--- src/smartnic_pkg.sv ---
package smartnic_pkg;

    // ===================================================================
    // Port codes and sizes
    // ===================================================================

    // Destination code carried in tdest; codes 10 to 15 route as CMAC0
    typedef enum logic [3:0] {
        CMAC0   = 4'd0,
        CMAC1   = 4'd1,
        PF0     = 4'd2,
        PF0_VF0 = 4'd3,
        PF0_VF1 = 4'd4,
        PF0_VF2 = 4'd5,
        PF1     = 4'd6,
        PF1_VF0 = 4'd7,
        PF1_VF1 = 4'd8,
        PF1_VF2 = 4'd9
    } port_t;

    localparam int NUM_PORTS = 4;

    // Egress index: 0 CMAC0, 1 CMAC1, 2 PF0, 3 PF1
    typedef logic [1:0] egr_idx_t;

    // One base queue per PF/VF
    localparam int NUM_QBASE = 8;

    typedef logic [11:0] qid_t;

    // ===================================================================
    // Egress tuser
    // ===================================================================

    // All zero on CMAC egress, which reads as error clear
    typedef struct packed {
        logic rss_enable;
        qid_t rss_entropy;
    } tuser_meta_t;

    localparam int DATA_WID     = 64;
    localparam int APB_ADDR_WID = 8;

endpackage
--- src/axis_slice.sv ---
`timescale 1ns/1ps

module axis_slice #(
    parameter type PAYLOAD_T = logic [63:0]
) (
    input  logic     axis_clk,
    input  logic     rst_n,

    input  logic     in_valid,
    output logic     in_ready,
    input  PAYLOAD_T in_payload,

    output logic     out_valid,
    input  logic     out_ready,
    output PAYLOAD_T out_payload
);

    logic     skid_valid;
    logic     skid_nxt;
    PAYLOAD_T skid_payload;
    logic     in_fire;
    logic     out_free;

    assign in_fire  = in_valid & in_ready;
    assign out_free = out_ready | ~out_valid;

    // Skid entry fills only when a beat arrives while the output stalls
    assign skid_nxt = out_free ? 1'b0 : (skid_valid | in_fire);

    always_ff @(posedge axis_clk) begin
        if (!rst_n) begin
            out_valid  <= 1'b0;
            skid_valid <= 1'b0;
            in_ready   <= 1'b0;
        end else begin
            skid_valid <= skid_nxt;
            in_ready   <= ~skid_nxt;
            if (out_free) begin
                out_valid <= skid_valid | in_fire;
            end
        end
    end

    // Payload path
    always_ff @(posedge axis_clk) begin
        if (out_free) begin
            out_payload <= skid_valid ? skid_payload : in_payload;
        end
        if (!out_free && in_fire) begin
            skid_payload <= in_payload;
        end
    end

endmodule

--- src/egr_meta_stamp.sv ---
`timescale 1ns/1ps

module egr_meta_stamp import smartnic_pkg::*; #(
    parameter egr_idx_t EGR_IDX = 2'd0
) (
    input  port_t       dest,
    input  qid_t        qbase [NUM_QBASE],
    output tuser_meta_t meta
);

    localparam int IDX_WID = $clog2(NUM_QBASE);

    // Egress 2 and 3 lead to the host functions
    localparam bit TO_HOST = (EGR_IDX == 2'd2) || (EGR_IDX == 2'd3);

    logic [$bits(port_t)-1:0] code_off;
    logic [IDX_WID-1:0]       qidx;

    // Register index is the code minus PF0
    assign code_off = dest - PF0;
    assign qidx     = code_off[IDX_WID-1:0];

    always_comb begin
        meta = '0;
        if (TO_HOST) begin
            meta.rss_enable  = 1'b1;
            meta.rss_entropy = qbase[qidx];
        end
    end

endmodule

--- src/egr_port_arbiter.sv ---
`timescale 1ns/1ps

module egr_port_arbiter import smartnic_pkg::*; #(
    parameter int       DATA_WID = smartnic_pkg::DATA_WID,
    parameter egr_idx_t EGR_IDX  = 2'd0
) (
    input  logic                axis_clk,
    input  logic                rst_n,

    input  logic                in_valid [NUM_PORTS],
    input  logic [DATA_WID-1:0] in_data  [NUM_PORTS],
    input  port_t               in_dest  [NUM_PORTS],
    input  logic                in_last  [NUM_PORTS],
    output logic                in_ready [NUM_PORTS],

    output logic                out_valid,
    input  logic                out_ready,
    output logic [DATA_WID-1:0] out_data,
    output port_t               out_dest,
    output logic                out_last
);

    localparam int IDX_WID = $clog2(NUM_PORTS);

    // Destination code to egress index
    function automatic egr_idx_t route(input port_t dest);
        case (dest)
            PF0, PF0_VF0, PF0_VF1, PF0_VF2: route = 2'd2;
            PF1, PF1_VF0, PF1_VF1, PF1_VF2: route = 2'd3;
            CMAC1:                          route = 2'd1;
            default:                        route = 2'd0;
        endcase
    endfunction

    logic [NUM_PORTS-1:0] req;
    logic [IDX_WID-1:0]   grant;
    logic                 locked;
    logic [IDX_WID-1:0]   sel;
    logic                 sel_valid;
    logic                 out_free;
    logic                 take;

    // ===================================================================
    // Request and grant
    // ===================================================================

    // Only beats addressed to this egress are requests
    always_comb begin
        for (int i = 0; i < NUM_PORTS; i++) begin
            req[i] = in_valid[i] && (route(in_dest[i]) == EGR_IDX);
        end
    end

    // Round robin, searching from the ingress after the last grant
    always_comb begin : rr_pick
        logic [IDX_WID-1:0] idx;
        idx = grant;
        sel = grant;
        if (!locked) begin
            for (int k = NUM_PORTS; k >= 1; k--) begin
                idx = grant + IDX_WID'(k);
                if (req[idx]) begin
                    sel = idx;
                end
            end
        end
    end

    // Mid-packet the grant stays on the owner
    assign sel_valid = locked ? req[grant] : |req;
    assign out_free  = out_ready | ~out_valid;
    assign take      = out_free & sel_valid;

    always_comb begin
        for (int i = 0; i < NUM_PORTS; i++) begin
            in_ready[i] = take && (sel == IDX_WID'(i));
        end
    end

    // ===================================================================
    // Output stage
    // ===================================================================

    always_ff @(posedge axis_clk) begin
        if (!rst_n) begin
            out_valid <= 1'b0;
            locked    <= 1'b0;
            // First search starts at ingress 0
            grant     <= '1;
        end else if (take) begin
            out_valid <= 1'b1;
            grant     <= sel;
            locked    <= ~in_last[sel];
        end else if (out_ready) begin
            out_valid <= 1'b0;
        end
    end

    always_ff @(posedge axis_clk) begin
        if (take) begin
            out_data <= in_data[sel];
            out_dest <= in_dest[sel];
            out_last <= in_last[sel];
        end
    end

endmodule

--- src/hash2qid_regs.sv ---
`timescale 1ns/1ps

module hash2qid_regs import smartnic_pkg::*; (
    input  logic                    axis_clk,
    input  logic                    rst_n,

    input  logic                    psel,
    input  logic                    penable,
    input  logic                    pwrite,
    input  logic [APB_ADDR_WID-1:0] paddr,
    input  logic [31:0]             pwdata,
    output logic [31:0]             prdata,
    output logic                    pready,
    output logic                    pslverr,

    output qid_t                    qbase [NUM_QBASE]
);

    localparam int IDX_WID = $clog2(NUM_QBASE);
    localparam int QID_WID = $bits(qid_t);

    // ===================================================================
    // Address decode
    // ===================================================================

    logic               access;
    logic               addr_ok;
    logic [IDX_WID-1:0] reg_idx;
    logic               wr_en;

    // Word offsets 0x00 to 0x1C, word aligned only
    assign reg_idx = paddr[IDX_WID+1:2];
    assign addr_ok = (paddr[1:0] == 2'b00) &&
                     (paddr[APB_ADDR_WID-1:IDX_WID+2] == '0);

    // Access phase of a transfer
    assign access = psel & penable;
    assign wr_en  = access & pwrite & addr_ok;

    // No wait states
    assign pready = 1'b1;

    assign pslverr = access & ~addr_ok;

    // ===================================================================
    // Base queue registers
    // ===================================================================

    // Order: PF0, PF0_VF0..VF2, PF1, PF1_VF0..VF2
    always_ff @(posedge axis_clk) begin
        if (!rst_n) begin
            for (int i = 0; i < NUM_QBASE; i++) begin
                qbase[i] <= '0;
            end
        end else if (wr_en) begin
            qbase[reg_idx] <= pwdata[QID_WID-1:0];
        end
    end

    // Read data, upper bits zero
    always_comb begin
        prdata = '0;
        if (psel && !pwrite && addr_ok) begin
            prdata = 32'(qbase[reg_idx]);
        end
    end

endmodule

--- src/smartnic_lite.sv ---
`timescale 1ns/1ps

module smartnic_lite import smartnic_pkg::*; #(
    parameter int DATA_WID = smartnic_pkg::DATA_WID
) (
    input  logic                    axis_clk,
    input  logic                    rst_n,

    input  logic                    psel,
    input  logic                    penable,
    input  logic                    pwrite,
    input  logic [APB_ADDR_WID-1:0] paddr,
    input  logic [31:0]             pwdata,
    output logic [31:0]             prdata,
    output logic                    pready,
    output logic                    pslverr,

    input  logic                    s_tvalid [NUM_PORTS],
    output logic                    s_tready [NUM_PORTS],
    input  logic [DATA_WID-1:0]     s_tdata  [NUM_PORTS],
    input  port_t                   s_tdest  [NUM_PORTS],
    input  logic                    s_tlast  [NUM_PORTS],

    output logic                    m_tvalid [NUM_PORTS],
    input  logic                    m_tready [NUM_PORTS],
    output logic [DATA_WID-1:0]     m_tdata  [NUM_PORTS],
    output tuser_meta_t             m_tuser  [NUM_PORTS],
    output logic                    m_tlast  [NUM_PORTS]
);

    typedef struct packed {
        logic [DATA_WID-1:0] data;
        port_t               dest;
        logic                last;
    } igr_payload_t;

    typedef struct packed {
        logic [DATA_WID-1:0] data;
        tuser_meta_t         user;
        logic                last;
    } egr_payload_t;

    igr_payload_t        igr_in    [NUM_PORTS];
    igr_payload_t        igr_out   [NUM_PORTS];
    logic                igr_valid [NUM_PORTS];
    logic                igr_ready [NUM_PORTS];
    logic [DATA_WID-1:0] igr_data  [NUM_PORTS];
    port_t               igr_dest  [NUM_PORTS];
    logic                igr_last  [NUM_PORTS];

    // Indexed [egress][ingress]
    logic                arb_accept [NUM_PORTS][NUM_PORTS];

    logic                arb_valid [NUM_PORTS];
    logic                arb_ready [NUM_PORTS];
    logic [DATA_WID-1:0] arb_data  [NUM_PORTS];
    port_t               arb_dest  [NUM_PORTS];
    logic                arb_last  [NUM_PORTS];
    tuser_meta_t         arb_meta  [NUM_PORTS];

    egr_payload_t        egr_in  [NUM_PORTS];
    egr_payload_t        egr_out [NUM_PORTS];

    qid_t                qbase [NUM_QBASE];

    // ===================================================================
    // Ingress slices
    // ===================================================================

    for (genvar i = 0; i < NUM_PORTS; i++) begin : g_igr
        assign igr_in[i] = '{data: s_tdata[i], dest: s_tdest[i], last: s_tlast[i]};

        axis_slice #(.PAYLOAD_T(igr_payload_t)) igr_slice_inst (
            .axis_clk    (axis_clk),
            .rst_n       (rst_n),
            .in_valid    (s_tvalid[i]),
            .in_ready    (s_tready[i]),
            .in_payload  (igr_in[i]),
            .out_valid   (igr_valid[i]),
            .out_ready   (igr_ready[i]),
            .out_payload (igr_out[i])
        );

        assign igr_data[i] = igr_out[i].data;
        assign igr_dest[i] = igr_out[i].dest;
        assign igr_last[i] = igr_out[i].last;
    end

    // At most one arbiter accepts a given beat
    always_comb begin
        for (int i = 0; i < NUM_PORTS; i++) begin
            igr_ready[i] = 1'b0;
            for (int j = 0; j < NUM_PORTS; j++) begin
                igr_ready[i] = igr_ready[i] | arb_accept[j][i];
            end
        end
    end

    // ===================================================================
    // Egress: arbiter, metadata, slice
    // ===================================================================

    for (genvar j = 0; j < NUM_PORTS; j++) begin : g_egr
        egr_port_arbiter #(
            .DATA_WID (DATA_WID),
            .EGR_IDX  (egr_idx_t'(j))
        ) arb_inst (
            .axis_clk  (axis_clk),
            .rst_n     (rst_n),
            .in_valid  (igr_valid),
            .in_data   (igr_data),
            .in_dest   (igr_dest),
            .in_last   (igr_last),
            .in_ready  (arb_accept[j]),
            .out_valid (arb_valid[j]),
            .out_ready (arb_ready[j]),
            .out_data  (arb_data[j]),
            .out_dest  (arb_dest[j]),
            .out_last  (arb_last[j])
        );

        egr_meta_stamp #(.EGR_IDX(egr_idx_t'(j))) stamp_inst (
            .dest  (arb_dest[j]),
            .qbase (qbase),
            .meta  (arb_meta[j])
        );

        assign egr_in[j] = '{data: arb_data[j], user: arb_meta[j], last: arb_last[j]};

        axis_slice #(.PAYLOAD_T(egr_payload_t)) egr_slice_inst (
            .axis_clk    (axis_clk),
            .rst_n       (rst_n),
            .in_valid    (arb_valid[j]),
            .in_ready    (arb_ready[j]),
            .in_payload  (egr_in[j]),
            .out_valid   (m_tvalid[j]),
            .out_ready   (m_tready[j]),
            .out_payload (egr_out[j])
        );

        assign m_tdata[j] = egr_out[j].data;
        assign m_tuser[j] = egr_out[j].user;
        assign m_tlast[j] = egr_out[j].last;
    end

    // Base queue ids for the host functions
    hash2qid_regs hash2qid_regs_inst (
        .axis_clk (axis_clk),
        .rst_n    (rst_n),
        .psel     (psel),
        .penable  (penable),
        .pwrite   (pwrite),
        .paddr    (paddr),
        .pwdata   (pwdata),
        .prdata   (prdata),
        .pready   (pready),
        .pslverr  (pslverr),
        .qbase    (qbase)
    );

endmodule

--- config.mk ---
export PLATFORM = sky130hd
export DESIGN_NAME = smartnic_lite
export DESIGN_NICKNAME = d
export VERILOG_FILES = /design/src/smartnic_pkg.sv /design/src/axis_slice.sv /design/src/egr_meta_stamp.sv /design/src/egr_port_arbiter.sv /design/src/hash2qid_regs.sv /design/src/smartnic_lite.sv
export SDC_FILE = /design/constraint.sdc
export NUM_CORES = 2
export LEC_CHECK = 0
export ABC_CLOCK_PERIOD_IN_PS = 10700
export BUFFER_PORTS_ARGS = -buffer_cell sky130_fd_sc_hd__buf_2
export CORE_UTILIZATION = 59
export CTS_CLUSTER_SIZE = 30
export DETAILED_ROUTE_END_ITERATION = 10
export GPL_TIMING_DRIVEN = 0
export PLACE_DENSITY = 0.8
export SLEW_MARGIN = 25
export SYNTH_ARGS = -nofsm -noshare
export SYNTH_HDL_FRONTEND = slang
export SYNTH_SLANG_ARGS = --single-unit
--- constraint.sdc ---
create_clock -name axis_clk -period 10.7 [get_ports axis_clk]
set_clock_uncertainty 0.1 [all_clocks]
set_input_delay 1.605 -clock axis_clk [delete_from_list [all_inputs] [get_ports axis_clk]]
set_output_delay 1.605 -clock axis_clk [all_outputs]
set_load 0.03 [all_outputs]
==> impl_metrics.tcl <==
set metrics [dict create \
    antenna_found_initial 40 \
    layout-area-overhead-vs-synth_pct 18.1 \
    finalNetCount 5590 \
    leakage_nw 27.9 \
    hold-worst-slack_ns 0.335 \
    final_routed_wire_length_divided_by_cell_count_um 31.5 \
    critical_path.cell_chain "clkbuf_1 > inv_1 > nor2_1 > clkbuf_1 > a211oi_1 > buf_2" \
    io_pins 683 \
    detailedRoute.firstIterationViolations 6114 \
    power.internal_mw 12.0 \
    total_count_of_hold_check_failures_in_the_final_report 0 \
    max_cap_viol_count 0 \
    multi_input_area_sq_um 19100 \
    post-route-util_pct 70.4 \
    cts_tree "yes" \
    total_switching_power_mw 5.57 \
    crit_path_frequent_cell "sky130_fd_sc_hd__clkbuf_1" \
    max-vdd-ir-drop_mv 0.178 \
    startpoint_type "input port" \
    vias 44300 \
    fin_crit_sh_pct 55.6 \
    cp.required_ns 9.00 \
    hold_path.startpoint "g_egr[1].arb_inst.out_data[58]" \
    finalSetupTns_ns 0 \
    yosysSeqAreaShare_pct 68.4 \
    seq_area_sq_um 44500 \
    clk_transition_reported_paths_ns 0.06 \
    post_placement_cell_area_sq_um 71800 \
    power.combinational.fraction_pct 22.8 \
    worst_pin_slew_ns 1.17 \
    place_hpwl_um 154000 \
    min_delay_path_depth 0 \
    clock_tree.htree_level_count 4 \
    initial_core_utilization_pct 59.6 \
    numPortBuffers 599 \
    clock_sink_count 1530 \
    maxClockFrequency_mhz 168 \
    dominant_cell_type_by_area_after_synthesis "sky130_fd_sc_hd__edfxtp_1" \
    rsz_0062_raised_after_global_routing "no" \
    placementRows 121 \
    cts_hold_repair.buffers 0 \
    synthArstFlopShare_pct 0 \
    synth-seq-cells 1530 \
    post_cts.resized_instances 0 \
    clock_latency_ns 0.79 \
    die_h_um 334 \
    cts_made_buffers 154 \
    place_ws_ns 4.83 \
    detailed_route_wire_length_um 216000 \
    critical_path.startpoint "paddr[4]" \
    run_status "completed" \
    r2r_end "g_igr[0].igr_slice_inst.skid_payload[39]" \
    grt_start_max_net_pins 46 \
    final_cells 6869 \
    fin_area_sq_um 76800 \
    syn-mean-instance-area_sq_um 14.8 \
    first_pass_iters 7 \
    vias_in_the_first_global_route 42900 \
    cp_endpoint_kind "output pin" \
    hold_class "reg2reg" \
    cp_max_fo 10 \
    layout_commonest_cell "sky130_fd_sc_hd__edfxtp_1" \
    commonest_cells_after_routing_fill_and_taps_aside "1386 x sky130_fd_sc_hd__edfxtp_1, 683 x sky130_fd_sc_hd__nand2_1, 649 x sky130_fd_sc_hd__buf_2" \
    first_pass_grt_wire_length_um 303000 \
    yosys.cell_types.count 79 \
    core_region_area_sq_um 109000 \
    globalRouteTotalUtil_pct 38.3 \
    maxSlewHeadroom_pct 22.1 \
    via_per_inst 6.45 \
    yosysWarnings 0 \
    die-area_sq_um 112000 \
    cts_max_path_buffers 3 \
    postSynth.topFlopCell "sky130_fd_sc_hd__edfxtp_1" \
    postRouteAntennaNets 0 \
    placed_cells_incl_taps 6581 \
    timing.reg2reg.setup_slack_ns 6.06 \
    synth_area_leaders "sky130_fd_sc_hd__edfxtp_1 64%, sky130_fd_sc_hd__mux2_2 10%, sky130_fd_sc_hd__dfxtp_1 4.4%, sky130_fd_sc_hd__nand2_1 3.9%, sky130_fd_sc_hd__mux4_2 3.7%" \
    timing.setup.critical_path_class "in2out" \
    drive_gt1_share_pct 32.2 \
    drc 0 \
    cp.arrival_ns 4.25 \
    nFillCells 7139 \
    library_cell_contributing_the_largest_single_delay_on_the_critical_path "sky130_fd_sc_hd__nor2_1" \
    post_cts_setup_repair_buffer_count 0 \
    overflow 0 \
    swShare_pct 31.6 \
    report.final.slew_viol_count 0 \
    syn_inst 4397 \
    report.power.total_mw 17.6 \
    gpl.final_weighted_congestion 0.953 \
    pnr_worst_setup_slack_ns 4.75 \
    slowest_delay_ns 0.67 \
    power_density_nw_per_um2 229 \
    cts_root_buffer "sky130_fd_sc_hd__clkbuf_16" \
    hold_end "g_egr[1].egr_slice_inst.skid_payload[72]" \
    synthesis.area_sq_um 65100 \
    die_x_um 334 \
    power.sequential.fraction_pct 46.6 \
    setup_viol 0 \
    clock_power_share_pct 30.7 \
    post-synth-top-area-fraction_pct 64.0 \
    synth_edf_count 1386 \
    worstRegToRegCells 13 \
    layout_min_cycle_time_ns 5.95 \
]
==> worst max-delay path, delay by kind of cell <==
family	cells	cell delay, ns
buf+inv	4	1.75
simple gates	1	0.67
compound gates	1	0.21
==> cell usage after synthesis (3+ instances only) <==
master	number
sky130_fd_sc_hd__edfxtp_1	1386
sky130_fd_sc_hd__nand2_1	683
sky130_fd_sc_hd__mux2_2	583
sky130_fd_sc_hd__clkbuf_1	205
sky130_fd_sc_hd__a31oi_1	203
sky130_fd_sc_hd__dfxtp_1	144
sky130_fd_sc_hd__a211oi_1	143
sky130_fd_sc_hd__and2_1	136
sky130_fd_sc_hd__mux4_2	108
sky130_fd_sc_hd__a21oi_1	107
sky130_fd_sc_hd__nand3_1	80
sky130_fd_sc_hd__nor2_1	77
sky130_fd_sc_hd__and3_1	76
sky130_fd_sc_hd__mux2i_1	67
sky130_fd_sc_hd__buf_4	59
sky130_fd_sc_hd__o21ai_0	51
sky130_fd_sc_hd__buf_1	48
sky130_fd_sc_hd__buf_2	41
sky130_fd_sc_hd__nor3_1	17
sky130_fd_sc_hd__inv_1	15
sky130_fd_sc_hd__o22ai_1	15
sky130_fd_sc_hd__o221ai_1	11
sky130_fd_sc_hd__nand2b_1	9
sky130_fd_sc_hd__nand3b_1	9
sky130_fd_sc_hd__and3b_1	8
sky130_fd_sc_hd__o21a_1	8
sky130_fd_sc_hd__buf_6	6
sky130_fd_sc_hd__nor2b_1	5
sky130_fd_sc_hd__nor4_1	5
sky130_fd_sc_hd__a21o_1	4
sky130_fd_sc_hd__a221oi_1	4
sky130_fd_sc_hd__or2_2	4
sky130_fd_sc_hd__xnor2_1	4
sky130_fd_sc_hd__xor2_1	4
sky130_fd_sc_hd__a221oi_2	3
sky130_fd_sc_hd__nor3b_1	3
sky130_fd_sc_hd__o21ai_1	3
sky130_fd_sc_hd__o32a_1	3
sky130_fd_sc_hd__o32ai_1	3
sky130_fd_sc_hd__or3b_1	3
==> cell families after synthesis <==
kind of cell,count (synthesis),share of synthesized area (%)
simple gates,1137,8.03
xor+xnor,8,0.108
buf+inv,377,2.66
mux,762,14.9
compound gates,581,5.86
flops,1530,68.4
other cells,2,0.0115
==> how the worst max path moves through the flow <==
stage	to	slack, ns	depth (start not counted)
6_report	prdata[2]	4.75	6
5_1_grt	prdata[2]	4.71	6
4_1_cts	prdata[2]	4.83	6
3_5_place_dp	prdata[2]	4.83	6
3_3_place_gp	g_egr[3].egr_slice_inst.skid_payload[34]	-5.26	3
2_1_floorplan	g_igr[3].igr_slice_inst.skid_payload[0]	2.74	8
==> layout make-up <==
type	instances	area share (%)
inverter	17	0.0896
timing repair buffer	661	5.90
buffer	360	2.22
tap	1476	2.40
multi-input combinational	2537	24.9
clock inverter	82	1.15
antenna	14	0.0456
clock buffer	192	5.35
sequential	1530	57.9
==> flip-flops by register name, summed over array words and instances (netlist names), 6 cells and up, named ones only <==
| register | count |
|---|---|
| g_egr.egr_slice_inst.out_payload | 284 |
| g_egr.egr_slice_inst.skid_payload | 284 |
| g_igr.igr_slice_inst.out_payload | 276 |
| g_igr.igr_slice_inst.skid_payload | 276 |
| g_egr.arb_inst.out_data | 256 |
| hash2qid_regs_inst.qbase | 96 |
| g_egr.arb_inst.grant | 8 |
| g_egr.arb_inst.out_dest | 6 |
==> power groups by stage <==
stage                     sequential [mW]  combinational [mW]  clock, mW
after floorplan                      8.71                1.74          0
after global placement               8.34                3.70          0
after detailed placement             8.29                3.91          0
after CTS                            8.17                3.93       5.41
after global routing                 8.25                4.15       5.62
final                                8.20                4.01       5.40
==> metal layers <==
metal	wire length, um	global-route usage, %
met1	79300	50.9
met2	99000	59.0
met3	25800	9.88
met4	11700	19.4
met5	299	0
Note: power is estimated with default switching activity, not from simulation.
